**src/hw/cpuCtrlPkg.sv**
```systemverilog
// Shared types and constants for the multicycle RV32I controller
// Only lw/sw, R-type, I-type ALU, jal, beq, lui and nop (opcode zero) are known
// Select encodings must match the datapath mux input order

package cpuCtrlPkg;

    // Instruction field widths
    localparam int opWidth     = 7;
    localparam int funct3Width = 3;

    // RV32I opcodes of the supported classes
    localparam logic [opWidth-1:0] opLoad   = 7'b0000011;
    localparam logic [opWidth-1:0] opStore  = 7'b0100011;
    localparam logic [opWidth-1:0] opRType  = 7'b0110011;
    localparam logic [opWidth-1:0] opIType  = 7'b0010011;
    localparam logic [opWidth-1:0] opJal    = 7'b1101111;
    localparam logic [opWidth-1:0] opBranch = 7'b1100011;
    localparam logic [opWidth-1:0] opLui    = 7'b0110111;
    // All-zero word treated as nop
    localparam logic [opWidth-1:0] opNop    = 7'b0000000;

    // funct3 codes of the ALU instructions
    localparam logic [funct3Width-1:0] f3AddSub = 3'b000;
    localparam logic [funct3Width-1:0] f3Slt    = 3'b010;
    localparam logic [funct3Width-1:0] f3Xor    = 3'b100;
    localparam logic [funct3Width-1:0] f3Or     = 3'b110;
    localparam logic [funct3Width-1:0] f3And    = 3'b111;

    // Fields of the instruction register seen by the controller
    typedef struct packed {
        logic [opWidth-1:0]     op;
        logic [funct3Width-1:0] funct3;
        // Instruction bit 30, picks sub over add
        logic                   funct7b5;
    } instrFields_t;

    // Controller states, one clock each
    typedef enum logic [3:0] {
        Fetch    = 4'd0,
        Decode   = 4'd1,
        MemAddr  = 4'd2,
        MemRead  = 4'd3,
        MemWB    = 4'd4,
        MemWrite = 4'd5,
        ExecuteR = 4'd6,
        ExecuteI = 4'd7,
        AluWB    = 4'd8,
        Jal      = 4'd9,
        Beq      = 4'd10,
        Lui      = 4'd11,
        // Sticky until reset
        Error    = 4'd12
    } ctrlState_e;

    // ALU class requested by the FSM
    typedef enum logic [1:0] {
        AluAdd   = 2'b00,
        AluSub   = 2'b01,
        AluFunct = 2'b10
    } aluOp_e;

    // ALU operation select
    typedef enum logic [2:0] {
        CtrlAdd = 3'b000,
        CtrlSub = 3'b001,
        CtrlAnd = 3'b010,
        CtrlOr  = 3'b011,
        CtrlXor = 3'b100,
        CtrlSlt = 3'b101
    } aluCtrl_e;

    // Immediate format for the extender
    typedef enum logic [2:0] {
        ImmI = 3'b000,
        ImmS = 3'b001,
        ImmB = 3'b010,
        ImmJ = 3'b011,
        ImmU = 3'b100
    } immSrc_e;

    // Result bus source
    typedef enum logic [1:0] {
        ResAluOut    = 2'b00,
        ResData      = 2'b01,
        ResAluResult = 2'b10
    } resultSrc_e;

    // ALU A operand
    typedef enum logic [1:0] {
        SrcAPc    = 2'b00,
        SrcAOldPc = 2'b01,
        SrcAReg   = 2'b10,
        SrcAZero  = 2'b11
    } srcA_e;

    // ALU B operand
    typedef enum logic [1:0] {
        SrcBReg  = 2'b00,
        SrcBImm  = 2'b01,
        SrcBFour = 2'b10
    } srcB_e;

    // Memory address source
    typedef enum logic {
        AdrFromPc     = 1'b0,
        AdrFromResult = 1'b1
    } adrSrc_e;

    // Datapath control levels from the FSM
    typedef struct packed {
        logic       pcWrite;
        adrSrc_e    adrSrc;
        logic       memWrite;
        logic       irWrite;
        resultSrc_e resultSrc;
        srcA_e      aluSrcA;
        srcB_e      aluSrcB;
        logic       regWrite;
    } fsmCtrl_t;

endpackage
```
**src/hw/multicycleController.sv**
```systemverilog
// Control unit top: Moore FSM plus combinational ALU/immediate decoder
// All outputs are levels valid during the current state, no handshakes
// resetn is synchronous and active high

`timescale 1ns/1ps

module multicycleController (
    input  logic                     clk,
    input  logic                     resetn,
    input  cpuCtrlPkg::instrFields_t instr,
    input  logic                     zero,
    output cpuCtrlPkg::fsmCtrl_t     ctrl,
    output cpuCtrlPkg::aluCtrl_e     aluControl,
    output cpuCtrlPkg::immSrc_e      immSrc
);

    import cpuCtrlPkg::*;

    // ALU class from FSM to decoder
    aluOp_e aluOp;

    // Sequencing and datapath levels
    mainFsm fsm (
        .clk    (clk),
        .resetn (resetn),
        .instr  (instr),
        .zero   (zero),
        .ctrl   (ctrl),
        .aluOp  (aluOp)
    );

    // Zero-latency decode
    instrDecoder decoder (
        .instr      (instr),
        .aluOp      (aluOp),
        .aluControl (aluControl),
        .immSrc     (immSrc)
    );

endmodule

```
**src/hw/mainFsm.sv**
```systemverilog
// Moore FSM of the multicycle controller, one clock per state
// Reset is synchronous and active high and lands in Fetch
// Unknown opcodes park the FSM in Error until the next reset
// pcWrite in Beq is the only output that looks at an input

`timescale 1ns/1ps

module mainFsm (
    input  logic                    clk,
    input  logic                    resetn,
    input  cpuCtrlPkg::instrFields_t instr,
    input  logic                    zero,
    output cpuCtrlPkg::fsmCtrl_t    ctrl,
    output cpuCtrlPkg::aluOp_e      aluOp
);

    import cpuCtrlPkg::*;

    ctrlState_e state;
    ctrlState_e nextState;

    // State register
    always_ff @(posedge clk)
    begin
        if (resetn)
        begin
            state <= Fetch;
        end
        else
        begin
            state <= nextState;
        end
    end

    // Next-state logic
    always_comb
    begin
        nextState = Error;
        case (state)
            Fetch:
            begin
                nextState = Decode;
            end

            // Instruction register is valid from here on
            Decode:
            begin
                case (instr.op)
                    opLoad, opStore:
                    begin
                        nextState = MemAddr;
                    end
                    opRType:
                    begin
                        nextState = ExecuteR;
                    end
                    opIType:
                    begin
                        nextState = ExecuteI;
                    end
                    opJal:
                    begin
                        nextState = Jal;
                    end
                    opBranch:
                    begin
                        nextState = Beq;
                    end
                    opLui:
                    begin
                        nextState = Lui;
                    end
                    // nop, straight back to fetch
                    opNop:
                    begin
                        nextState = Fetch;
                    end
                    default:
                    begin
                        nextState = Error;
                    end
                endcase
            end

            // Split the memory path by direction
            MemAddr:
            begin
                if (instr.op == opLoad)
                begin
                    nextState = MemRead;
                end
                else if (instr.op == opStore)
                begin
                    nextState = MemWrite;
                end
                else
                begin
                    nextState = Error;
                end
            end

            MemRead:
            begin
                nextState = MemWB;
            end

            // Single write-back state for ALU, jal and lui results
            ExecuteR, ExecuteI, Jal, Lui:
            begin
                nextState = AluWB;
            end

            MemWB, MemWrite, AluWB, Beq:
            begin
                nextState = Fetch;
            end

            // Fault holds
            Error:
            begin
                nextState = Error;
            end

            // Unused encodings count as a fault
            default:
            begin
                nextState = Error;
            end
        endcase
    end

    // Per-state control levels
    always_comb
    begin
        // Everything low, ALU adds
        ctrl  = '0;
        aluOp = AluAdd;
        case (state)
            // Read instruction at PC, PC += 4
            Fetch:
            begin
                ctrl.irWrite   = 1'b1;
                ctrl.pcWrite   = 1'b1;
                ctrl.adrSrc    = AdrFromPc;
                ctrl.aluSrcA   = SrcAPc;
                ctrl.aluSrcB   = SrcBFour;
                ctrl.resultSrc = ResAluResult;
            end

            // Branch/jump target oldPC + imm, kept in ALUOut
            Decode:
            begin
                ctrl.aluSrcA = SrcAOldPc;
                ctrl.aluSrcB = SrcBImm;
            end

            // rs1 + offset
            MemAddr:
            begin
                ctrl.aluSrcA = SrcAReg;
                ctrl.aluSrcB = SrcBImm;
            end

            // Address from ALUOut via result bus
            MemRead:
            begin
                ctrl.adrSrc    = AdrFromResult;
                ctrl.resultSrc = ResAluOut;
            end

            MemWB:
            begin
                ctrl.resultSrc = ResData;
                ctrl.regWrite  = 1'b1;
            end

            MemWrite:
            begin
                ctrl.adrSrc    = AdrFromResult;
                ctrl.resultSrc = ResAluOut;
                ctrl.memWrite  = 1'b1;
            end

            // Operation picked by the decoder from funct fields
            ExecuteR:
            begin
                ctrl.aluSrcA = SrcAReg;
                ctrl.aluSrcB = SrcBReg;
                aluOp        = AluFunct;
            end

            ExecuteI:
            begin
                ctrl.aluSrcA = SrcAReg;
                ctrl.aluSrcB = SrcBImm;
                aluOp        = AluFunct;
            end

            AluWB:
            begin
                ctrl.resultSrc = ResAluOut;
                ctrl.regWrite  = 1'b1;
            end

            // PC takes target from ALUOut while ALU forms the link value
            Jal:
            begin
                ctrl.pcWrite   = 1'b1;
                ctrl.aluSrcA   = SrcAOldPc;
                ctrl.aluSrcB   = SrcBFour;
                ctrl.resultSrc = ResAluOut;
            end

            // rs1 - rs2, take the branch on zero
            Beq:
            begin
                ctrl.aluSrcA   = SrcAReg;
                ctrl.aluSrcB   = SrcBReg;
                ctrl.resultSrc = ResAluOut;
                ctrl.pcWrite   = zero;
                aluOp          = AluSub;
            end

            // 0 + upper immediate
            Lui:
            begin
                ctrl.aluSrcA = SrcAZero;
                ctrl.aluSrcB = SrcBImm;
            end

            // Error and unused codes keep all levels low
            default:
            begin
                ctrl  = '0;
                aluOp = AluAdd;
            end
        endcase
    end

endmodule

```
**src/hw/instrDecoder.sv**
```systemverilog
// Combinational ALU-operation and immediate-format decode
// Sub needs both opcode bit 5 (register form) and funct7b5
// Unsupported funct3 or opcode values fall back to add and ImmI

`timescale 1ns/1ps

module instrDecoder (
    input  cpuCtrlPkg::instrFields_t instr,
    input  cpuCtrlPkg::aluOp_e       aluOp,
    output cpuCtrlPkg::aluCtrl_e     aluControl,
    output cpuCtrlPkg::immSrc_e      immSrc
);

    import cpuCtrlPkg::*;

    // Register-form subtract, addi never subtracts
    logic rTypeSub;

    assign rTypeSub = instr.op[5] & instr.funct7b5;

    // ALU operation
    always_comb
    begin
        case (aluOp)
            AluAdd:
            begin
                aluControl = CtrlAdd;
            end
            AluSub:
            begin
                aluControl = CtrlSub;
            end
            // R-type and I-type ALU ops
            AluFunct:
            begin
                case (instr.funct3)
                    f3AddSub:
                    begin
                        aluControl = rTypeSub ? CtrlSub : CtrlAdd;
                    end
                    f3Slt:
                    begin
                        aluControl = CtrlSlt;
                    end
                    f3Xor:
                    begin
                        aluControl = CtrlXor;
                    end
                    f3Or:
                    begin
                        aluControl = CtrlOr;
                    end
                    f3And:
                    begin
                        aluControl = CtrlAnd;
                    end
                    // Shifts, sltu and the rest
                    default:
                    begin
                        aluControl = CtrlAdd;
                    end
                endcase
            end
            default:
            begin
                aluControl = CtrlAdd;
            end
        endcase
    end

    // Immediate format by opcode
    always_comb
    begin
        case (instr.op)
            opLoad, opIType:
            begin
                immSrc = ImmI;
            end
            opStore:
            begin
                immSrc = ImmS;
            end
            opBranch:
            begin
                immSrc = ImmB;
            end
            opJal:
            begin
                immSrc = ImmJ;
            end
            opLui:
            begin
                immSrc = ImmU;
            end
            default:
            begin
                immSrc = ImmI;
            end
        endcase
    end

endmodule

```
**config.mk**
```make
export PLATFORM = sky130hd
export DESIGN_NAME = multicycleController
export DESIGN_NICKNAME = d
export VERILOG_FILES = /design/src/hw/cpuCtrlPkg.sv /design/src/hw/multicycleController.sv /design/src/hw/mainFsm.sv /design/src/hw/instrDecoder.sv
export SDC_FILE = /design/constraint.sdc
export NUM_CORES = 1
export LEC_CHECK = 0
export ABC_CLOCK_PERIOD_IN_PS = 2250
export BUFFER_PORTS_ARGS = -buffer_cell sky130_fd_sc_hd__buf_2
export CAP_MARGIN = 30
export CORE_ASPECT_RATIO = 1.2
export CORE_MARGIN = 3
export CORE_UTILIZATION = 45
export DETAILED_ROUTE_END_ITERATION = 6
export PLACE_DENSITY = 0.87
export SYNTH_ARGS = -nofsm -noshare
export SYNTH_HDL_FRONTEND = slang
export SYNTH_SLANG_ARGS = --single-unit
```
**constraint.sdc**
```tcl
create_clock -name clk -period 2.25 [get_ports clk]
set_clock_uncertainty 0.1 [all_clocks]
set_input_delay 0.1125 -clock clk [delete_from_list [all_inputs] [get_ports clk]]
set_output_delay 0.1125 -clock clk [all_outputs]
set_load 0.02 [all_outputs]
```
==> results of run 1 <==
-- final timing paths --
check	from	endpoint	depth (start not counted)
worst max-delay path	fsm.state[2]	aluControl[2]	6
worst min-delay path	resetn	fsm.state[1]	2
worst max register to register	fsm.state[3]	fsm.state[3]	6
worst min register to register	fsm.state[0]	fsm.state[0]	3
-- synthesized netlist by cell type, types with 2 or more instances --
library cell / n / area share
sky130_fd_sc_hd__buf_4: 2 / 0.021
sky130_fd_sc_hd__a211oi_1: 2 / 0.021
sky130_fd_sc_hd__nand3_1: 3 / 0.021
sky130_fd_sc_hd__buf_6: 3 / 0.048
sky130_fd_sc_hd__nor4_1: 2 / 0.018
sky130_fd_sc_hd__nand2_1: 6 / 0.032
sky130_fd_sc_hd__xnor2_1: 5 / 0.062
sky130_fd_sc_hd__a21oi_1: 4 / 0.028
sky130_fd_sc_hd__nor2_1: 12 / 0.064
sky130_fd_sc_hd__a21o_1: 2 / 0.021
sky130_fd_sc_hd__nor3b_1: 3 / 0.032
sky130_fd_sc_hd__nand3b_1: 2 / 0.021
sky130_fd_sc_hd__ha_1: 2 / 0.035
sky130_fd_sc_hd__clkbuf_8: 3 / 0.058
sky130_fd_sc_hd__nor3_1: 5 / 0.035
sky130_fd_sc_hd__nand2b_1: 3 / 0.027
sky130_fd_sc_hd__and3_1: 3 / 0.027
sky130_fd_sc_hd__dfxtp_1: 4 / 0.11
sky130_fd_sc_hd__inv_1: 5 / 0.027
sky130_fd_sc_hd__o21ai_0: 4 / 0.028
-- per-layer routing --
layer	wire length, um	GRT usage	share of wire
met1	697	0.196	0.43
met2	784	0.261	0.49
met3	107	0.0255	0.067
met4	17	0.0311	0.011
met5	0	0	0
-- cell usage in the layout (no fill, tap or decap), types with 3 or more instances in the layout --
master                      n
sky130_fd_sc_hd__a21oi_1    4
sky130_fd_sc_hd__and3_1     3
sky130_fd_sc_hd__buf_2     30
sky130_fd_sc_hd__clkbuf_4   3
sky130_fd_sc_hd__inv_1      5
sky130_fd_sc_hd__nand2_1    6
sky130_fd_sc_hd__nand2b_1   3
sky130_fd_sc_hd__nand3_1    3
sky130_fd_sc_hd__nor2_1    12
sky130_fd_sc_hd__nor3_1     5
sky130_fd_sc_hd__nor3b_1    3
sky130_fd_sc_hd__o21ai_0    4
sky130_fd_sc_hd__xnor2_1    5
-- stage by stage --
| stage | util | std cells | hold WS [ns] | worst slack, ns |
|---|---|---|---|---|
| 2_1_floorplan | - | 96 | 0.0816 | 0.327 |
| 3_3_place_gp | 0.547 | 136 | 0.254 | 0.441 |
| 3_5_place_dp | 0.547 | 136 | 0.251 | 0.334 |
| 4_1_cts | 0.562 | 139 | 0.00352 | 0.0718 |
| 5_1_grt | 0.564 | 139 | 0.0102 | 0.0840 |
| 6_report | 0.564 | 139 | 0.00856 | 0.253 |
-- area by class of cell --
class,count,area (um2)
multi-input combinational,78,515
fill,153,638
tap,17,21.3
timing repair buffer,32,165
inverter,5,18.8
sequential,4,82.6
clock buffer,3,22.5
-- kinds of logic after synthesis --
kind of cell / synth area share
adders and majority gates: 0.0353
DFF: 0.113
AOI/OAI and AO/OA: 0.212
and+or+nand+nor: 0.406
xor gates and xnor gates: 0.0742
buffers and inverters: 0.159
-- where the power goes --
group,leakage (nW),internal (mW),switching [mW]
combinational,0.301,0.148,0.244
clock,0.0138,0.0596,0.0279
sequential,0.0337,0.0879,0.0265
total,0.348,0.295,0.298
==> impl_summary.log, run 1 <==
[metrics] CTS root buf: sky130_fd_sc_hd__clkbuf_4
[metrics] top flop regs: fsm.state x4
[metrics] number of flip-flops in the largest register: 4
[metrics] flop and latch count out of synthesis: 4
[metrics] number of buffers added to fix hold violations after cts: 0
[metrics] number of buffers added by the clock tree synthesis step: 3
[metrics] maximum number of pins on one net before global-route repair: 18
[metrics] leakage: 0.348 nW
[metrics] arrival time of data at the critical path endpoint: 1.78 ns
[metrics] ys async rst share: 0
[metrics] average cell area after synthesis: 7.38 um2
[metrics] Synth-to-Final Area Change: 16.6%
[metrics] CTS tree: yes
[metrics] Pins Over Slew Limit: 0
[metrics] IO Count: 31
[metrics] final layout net count: 140
[metrics] number of antenna repair diodes: 0
[metrics] crit-path cells: inv_1 > nor3b_1 > inv_1 > ha_1 > nor3_1 > buf_2
[metrics] kind of critical path: reg -> out
[metrics] floorplan row count: 15
[metrics] Buf+Inv Stages, Crit Path: 3
[metrics] RD Place Congestion: about 0.83
[metrics] maximum single-stage delay on the critical path: approximately 0.43 ns
[metrics] net count after synthesis: roughly 110
[metrics] pwr/cell area: between 700 and 800 mW/mm2
[metrics] sum of negative setup slack: 0 ns
[metrics] Worst Path Required: 2.04 ns
[metrics] number of sinks driven by the clock tree: 4
[metrics] routed wire length per instance: 11.6 um
[metrics] Resized Gates After CTS: 0
[metrics] Worst IR Drop VDD: 0.000261 V
[metrics] max frequency: about 0.5 GHz
[metrics] tightest slew margin relative to the limit: 0.750
[metrics] dpl hpwl: about 1.3 mm
[metrics] via density per instance: 5.58
[metrics] First-pass DRT Iterations: 4
[metrics] count of mapped cells out of synthesis: 96
[metrics] register-to-register setup slack: between 0.5 and 0.6 ns
[metrics] number of violations reported at the end of detailed-routing iteration 0: 11
[metrics] GR Util All Layers: 0.152
[metrics] critical path launch point type: flip-flop
[metrics] clk buf depth: 2
[metrics] die area: 0.00209 mm2
[metrics] cell type with the highest occurrence count on the critical path: sky130_fd_sc_hd__inv_1
[metrics] total power draw: 0.593 mW
[metrics] Remaining DRCs: 0
[metrics] Most flops, register: fsm.state
[metrics] Initial Util: 0.484
[metrics] number of max-cap violations: 0
[metrics] transition at the pin with the smallest max-transition slack: 0.374 ns
[metrics] netlist area before placement: around 710 um2
[metrics] EDFF count, synth: 0
[metrics] Primary FF master, synth: sky130_fd_sc_hd__dfxtp_1
[metrics] count of input and output buffers: 30
[metrics] proportion of synthesized chip area in sequential cells: 0.113
[metrics] maximum net fanout on the critical path: 10
[metrics] number of warnings issued by yosys: 0
[metrics] crit path capture type: output pin
[metrics] insertion delay to the later sink of the worst-skew pair: 0.23 ns
[metrics] share of the clock period used by the worst path after layout: 0.888
[metrics] number of failing setup endpoints in the final timing report: 0
[metrics] total wire length after detailed routing: 1.61 mm
[metrics] RSZ-0062 raised after global routing: no
[metrics] number of routed nets with antenna violations: 0
[metrics] global-route wire length before repair: roughly 2.6 mm
[metrics] initial antenna violation count: 0
[metrics] via count of the first global-routing pass: approximately 650
[metrics] cell class contributing the biggest share of worst-path delay: simple AND/OR/NAND/NOR gates
[metrics] die width: between 40 and 50 um
[metrics] clock period minus worst slack: 2.00 ns
[metrics] final hold violations: 0
[metrics] post-route design area: 826 um2
[metrics] layout cells sized above 1: 0.369
[metrics] count of distinct cell types in the synthesized netlist: 41
[metrics] detailed-route via count: about 780
[metrics] CP max stage cell: sky130_fd_sc_hd__dfxtp_2
[metrics] H-tree level count: 1
[metrics] Remaining Overflow, GRT: 0
[metrics] class of the tightest hold or removal check: in -> reg
[metrics] clock-pin slew on the worst setup and hold paths: 0.04 ns
[metrics] Setup Fix Bufs, Post-CTS: 0
[metrics] placeable core area: 0.00146 mm2
[metrics] Placed Area: 801 um2
[metrics] result of the run: complete, no violations
[metrics] vertical extent of the die: 49.5 um
Note: power is estimated with default switching activity, not from simulation.
==> inputs of run 2 (changes only) <==
==> constraint.sdc (replaced) <==
create_clock -name clk -period 2.25 [get_ports clk]
set_clock_uncertainty 0.1 [all_clocks]
set_input_delay 0.3375 -clock clk [delete_from_list [all_inputs] [get_ports clk]]
set_output_delay 0.3375 -clock clk [all_outputs]
set_load 0.02 [all_outputs]
==> run 2 against run 1 <==
Largest cell class unchanged. Setup slack worse by 0.13 ns. Hold slack better by 0.25 ns. Die area stayed put. Maximum frequency is 6.1% lower. Final area is 2.1% higher. First-iteration DRC count is 130% higher. Critical path depth is 4 higher. Total power is 1.5% higher. Utilization is 1.2 points higher. Cell count is 1.4% higher. Clock power is 1% lower. Via count is 1.8% higher.
==> impl_summary.log, run 2 (synthesis results as in run 1) <==
[metrics] insertion delay to the later sink of the worst-skew pair: approximately 0.23 ns
[metrics] First-pass DRT Iterations: 4
[metrics] CTS root buf: sky130_fd_sc_hd__clkbuf_4
[metrics] origin of the critical flop-to-flop path: fsm.state[3]
[metrics] number of violations reported at the end of detailed-routing iteration 0: 25
[metrics] Synth-to-Final Area Change: 19.1%
[metrics] CTS tree: yes
[metrics] GR Util All Layers: 0.166
[metrics] Worst IR Drop VDD: ~0.00029 V
[metrics] number of sinks driven by the clock tree: 4
[metrics] global-route wire length before repair: 2.90 mm
[metrics] crit path capture type: output pin
[metrics] placeable core area: roughly 0.0015 mm2
[metrics] via count of the first global-routing pass: 689
[metrics] kind of critical path: reg -> out
[metrics] H-tree level count: 1
[metrics] maximum number of pins on one net before global-route repair: 15
[metrics] clock-pin slew on the worst setup and hold paths: 0.04 ns
[metrics] pwr/cell area: 714 mW/mm2
[metrics] clk buf depth: 2
[metrics] routed wire length per instance: 11.7 um
[metrics] Remaining Overflow, GRT: 0
[metrics] top flop regs: fsm.state x4
[metrics] Setup Fix Bufs, Post-CTS: 0
[metrics] Worst Path Required: 1.81 ns
[metrics] number of max-cap violations: 0
[metrics] number of buffers added to fix hold violations after cts: 0
[metrics] tightest slew margin relative to the limit: 0.740
[metrics] Remaining DRCs: 0
[metrics] class of the tightest hold or removal check: in -> reg
[metrics] Initial Util: 0.484
[metrics] Most flops, register: fsm.state
[metrics] max frequency: 0.470 GHz
[metrics] arrival time of data at the critical path endpoint: 1.69 ns
[metrics] leading cell types in the layout, fill and taps excluded: sky130_fd_sc_hd__buf_2 (30), sky130_fd_sc_hd__nor2_1 (12), sky130_fd_sc_hd__nand2_1 (6)
[metrics] CP max stage cell: sky130_fd_sc_hd__dfxtp_1
[metrics] transition at the pin with the smallest max-transition slack: 0.389 ns
[metrics] die width: between 40 and 50 um
[metrics] result of the run: complete, no violations
[metrics] number of antenna repair diodes: 0
[metrics] initial antenna violation count: 0
[metrics] most frequent standard cell in the layout excluding fill and tap cells: sky130_fd_sc_hd__buf_2
[metrics] clock period minus worst slack: 2.13 ns
[metrics] via density per instance: 5.60
[metrics] leakage: 0.356 nW
[metrics] crit path from: fsm.state[2]
[metrics] die area: 0.00209 mm2
[metrics] worst r2r path cells: 5
[metrics] sum of negative setup slack: 0 ns
[metrics] hold_sp: resetn
[metrics] maximum net fanout on the critical path: 9
[metrics] RD Place Congestion: 0.841
[metrics] total wire length after detailed routing: between 1.5 and 2 mm
[metrics] floorplan row count: 15
[metrics] Pins Over Slew Limit: 0
[metrics] detailed-route via count: 790
[metrics] count of input and output buffers: 30
[metrics] final layout net count: roughly 140
[metrics] final hold violations: 0
[metrics] number of failing setup endpoints in the final timing report: 0
[metrics] share of the clock period used by the worst path after layout: 0.945
[metrics] tightest hold margin: 0.257 ns
[metrics] maximum single-stage delay on the critical path: 0.30 ns
[metrics] number of buffers added by the clock tree synthesis step: 3
[metrics] critical path launch point type: flip-flop
[metrics] crit-path cells: buf_4 > nor2_1 > and3_4 > inv_1 > ha_1 > nand2b_1 > nor2_1 > nor2_1 > nor2_1 > buf_2
[metrics] number of flip-flops in the largest register: 4
[metrics] layout cells sized above 1: 0.371
[metrics] vertical extent of the die: 49.5 um
[metrics] IO Count: 31
[metrics] number of routed nets with antenna violations: 0
[metrics] cell type with the highest occurrence count on the critical path: sky130_fd_sc_hd__nor2_1
[metrics] Resized Gates After CTS: 0
[metrics] Cells on Worst Hold Path: 2
[metrics] dpl hpwl: 1.34 mm
[metrics] RSZ-0062 raised after global routing: no
## run 2: cell types whose count changed in the layout (fill, tap and decap cells not counted)
cell / change
sky130_fd_sc_hd__dfxtp_1: +2
sky130_fd_sc_hd__and3_1: -1
sky130_fd_sc_hd__dfxtp_2: -2
sky130_fd_sc_hd__and3_4: +1
sky130_fd_sc_hd__buf_4: +2
## run 2: report_power, final
group          switching [mW]  internal [mW]
clock                  0.0269         0.0595
sequential            0.00907         0.0866
combinational           0.266          0.154
## run 2: area by class of cell
class,instances,area (um2)
fillers,130,621
multi-input cells,78,520
repair buffers,34,180
flip-flops and latches,4,80.1
clock buffers,3,22.5
well taps,17,21.3
inverters,5,18.8
## run 2: path summary, 6_finish.rpt
check | endpoint | slack, ns
worst min register to register | fsm.state[0] | 0.48
worst max register to register | fsm.state[2] | 0.65
worst max-delay path | aluControl[0] | 0.12
worst min-delay path | fsm.state[2] | 0.26
## run 2: worst max-delay path, delay by kind of cell (launching register included)
family | cells | cell delay, ns
simple gates | 6 | 0.61
buf+inv | 3 | 0.35
flops | 1 | 0.30
fa+ha+maj | 1 | 0.20
## run 2: per-stage QoR
stage | power, mW | util | cells | setup slack (ns) | cell area, um2
CTS | 0.600 | 0.573 | 141 | 0.105 | 838
global placement | 0.504 | 0.557 | 138 | 0.413 | 816
detailed placement | 0.514 | 0.557 | 138 | 0.358 | 816
global route | 0.645 | 0.576 | 141 | 0.0152 | 843
floorplan | 0.425 | - | 96 | 0.102 | 708
finish | 0.602 | 0.576 | 141 | 0.123 | 843
## run 2: per-layer routing
metal | wire length, um | vias to the layer above | GRT usage | part of all wire
met5 | 0 | - | 0 | 0
met4 | 11 | 0 | 0.0311 | 0.0067
met3 | 122 | 2 | 0 | 0.074
met2 | 837 | 34 | 0.307 | 0.51
met1 | 678 | 353 | 0.214 | 0.41
li1 | - | 401 | - | -
==> inputs of run 3 (changes only) <==
Settings changed: CORE_UTILIZATION 45 to 40, PLACE_DENSITY 0.87 to 0.79.
==> run 3 against run 2 <==
Total power increased by 5.6%. Sequential cell count unchanged. Critical path depth stayed put. Setup slack improved by 0.057 ns. Sequential share of layout area shrank 0.38 points. Count of clock-buffer cells in the layout stayed put. Non-clock buffer count is 2 higher. Largest cell class unchanged. First-iteration DRC count decreased by 52%. Final area increased by 4.2%.
==> impl_summary.log, run 3 (synthesis results as in run 1) <==
[metrics] result of the run: complete, no violations
[metrics] maximum net fanout on the critical path: 7
[metrics] Remaining Overflow, GRT: 0
[metrics] CTS root buf: sky130_fd_sc_hd__clkbuf_4
[metrics] Remaining DRCs: 0
[metrics] RD Place Congestion: 0.882
[metrics] IO Count: 31
[metrics] number of antenna repair diodes: 0
[metrics] Synth-to-Final Area Change: 24.0%
[metrics] layout cells sized above 1: 0.397
[metrics] kind of critical path: reg -> out
[metrics] First-pass DRT Iterations: 4
[metrics] global-route wire length before repair: about 2.9 mm
[metrics] insertion delay to the later sink of the worst-skew pair: between 0.2 and 0.25 ns
[metrics] number of violations reported at the end of detailed-routing iteration 0: 12
[metrics] maximum number of pins on one net before global-route repair: 15
[metrics] Most flops, register: fsm.state
[metrics] via density per instance: 5.51
[metrics] number of failing setup endpoints in the final timing report: 0
[metrics] via count of the first global-routing pass: 685
[metrics] routed wire length per instance: 12.3 um
[metrics] RSZ-0062 raised after global routing: no
[metrics] sequential cell area in the final layout: about 80 um2
[metrics] clock period minus worst slack: 2.07 ns
[metrics] worst path setup slack after routing: between 0.15 and 0.2 ns
[metrics] max frequency: 0.483 GHz
[metrics] dpl hpwl: 1.30 mm
[metrics] Worst Path Required: between 1.5 and 2 ns
[metrics] area of combinational cells with multiple inputs: 533 um2
[metrics] Worst IR Drop VDD: 0.000244 V
[metrics] number of flip-flops in the largest register: 4
[metrics] number of buffers added by the clock tree synthesis step: 3
[metrics] floorplan row count: 16
[metrics] count of placed standard cells in the final layout, fillers left out: around 140
[metrics] transition at the pin with the smallest max-transition slack: 0.397 ns
[metrics] final hold violations: 0
[metrics] Initial Util: 0.426
[metrics] top flop regs: fsm.state x4
[metrics] arrival time of data at the critical path endpoint: between 1.5 and 2 ns
[metrics] detailed-route via count: a little under 800
[metrics] H-tree level count: 1
[metrics] sum of negative setup slack: 0 ns
[metrics] total wire length after detailed routing: 1.77 mm
[metrics] die area: 0.00231 mm2
[metrics] vertical extent of the die: about 52 um
[metrics] crit path capture type: output pin
[metrics] leakage: 0.371 nW
[metrics] final layout net count: 144
[metrics] Pins Over Slew Limit: 0
[metrics] class of the tightest hold or removal check: in -> reg
[metrics] CTS tree: yes
[metrics] number of sinks driven by the clock tree: 4
[metrics] critical path launch point type: flip-flop
[metrics] most frequent standard cell in the layout excluding fill and tap cells: sky130_fd_sc_hd__buf_2
[metrics] die width: roughly 44 um
[metrics] number of routed nets with antenna violations: 0
[metrics] count of input and output buffers: 30
[metrics] tightest slew margin relative to the limit: 0.734
[metrics] pwr/cell area: 724 mW/mm2
[metrics] Fill cells: 166
[metrics] clock-pin slew on the worst setup and hold paths: about 0.040 ns
[metrics] share of the clock period used by the worst path after layout: 0.920
[metrics] clk buf depth: 2
[metrics] GR Util All Layers: 0.162
[metrics] leading cell types in the layout, fill and taps excluded: sky130_fd_sc_hd__buf_2 (29), sky130_fd_sc_hd__nor2_1 (11), sky130_fd_sc_hd__nand2_1 (6), sky130_fd_sc_hd__buf_4 (6)
[metrics] placeable core area: 0.00166 mm2
[metrics] utilization after layout: 0.529
[metrics] initial antenna violation count: 0
[metrics] number of max-cap violations: 0
[metrics] total instance count after detailed placement: 139
[metrics] worst slack, placed: 0.333 ns
[run 3: cell types whose count changed in the layout (fill, tap and decap cells not counted), sizes merged]
cell,previous run,this run
buf,34,36
[run 3: stage by stage]
step	total power, mW	cell area (um2)	hold slack [ns]
floorplan	0.425	708	0.307
global placement	0.507	817	0.482
detailed placement	0.513	817	0.477
CTS	0.609	840	0.228
global route	0.693	878	0.242
finish	0.636	878	0.235
[run 3: layer usage]
layer	GRT usage	vias up	share of wire
li1	-	404	-
met1	0.196	355	0.39
met2	0.282	31	0.52
met3	0.0242	4	0.075
met4	0.0603	0	0.019
met5	0	-	0
[run 3: path summary, 6_finish.rpt]
check,to,from,slack [ns],cells past startpoint
min,fsm.state[2],resetn,0.23,2
max,aluControl[0],fsm.state[2],0.18,10
max reg2reg,fsm.state[3],fsm.state[3],0.62,6
min reg2reg,fsm.state[0],fsm.state[1],0.51,3
[run 3: cell type report]
cell class / count / area share
Sequential cell: 4 / 0.0912
Timing Repair Buffer: 36 / 0.229
Clock buffer: 3 / 0.0256
Tap cell: 18 / 0.0256
Multi-Input combinational cell: 78 / 0.607
Inverter: 5 / 0.0214
[run 3: critical path, cell delays in order (launching register included)]
cell and delay [ns]:
sky130_fd_sc_hd__dfxtp_1 0.31, sky130_fd_sc_hd__buf_6 0.14, sky130_fd_sc_hd__nor2_4 0.08, sky130_fd_sc_hd__and3_4 0.20, sky130_fd_sc_hd__inv_1 0.04, sky130_fd_sc_hd__ha_1 0.20
sky130_fd_sc_hd__nand2b_1 0.09, sky130_fd_sc_hd__nor2_1 0.05, sky130_fd_sc_hd__nor2_1 0.09, sky130_fd_sc_hd__nor2_1 0.05, sky130_fd_sc_hd__buf_4 0.15
[run 3: power by group]
| group | switching, mW | internal [mW] |
|---|---|---|
| registers | 0.0144 | 0.0866 |
| clock network | 0.0302 | 0.0597 |
| logic | 0.272 | 0.173 |
[run 3: repair_timing]
item | CTS | global route
resized for setup | 0 | 6
hold buffers | 0 | 0
endpoints found under the setup margin | 0 | 2
setup buffers | 0 | 2
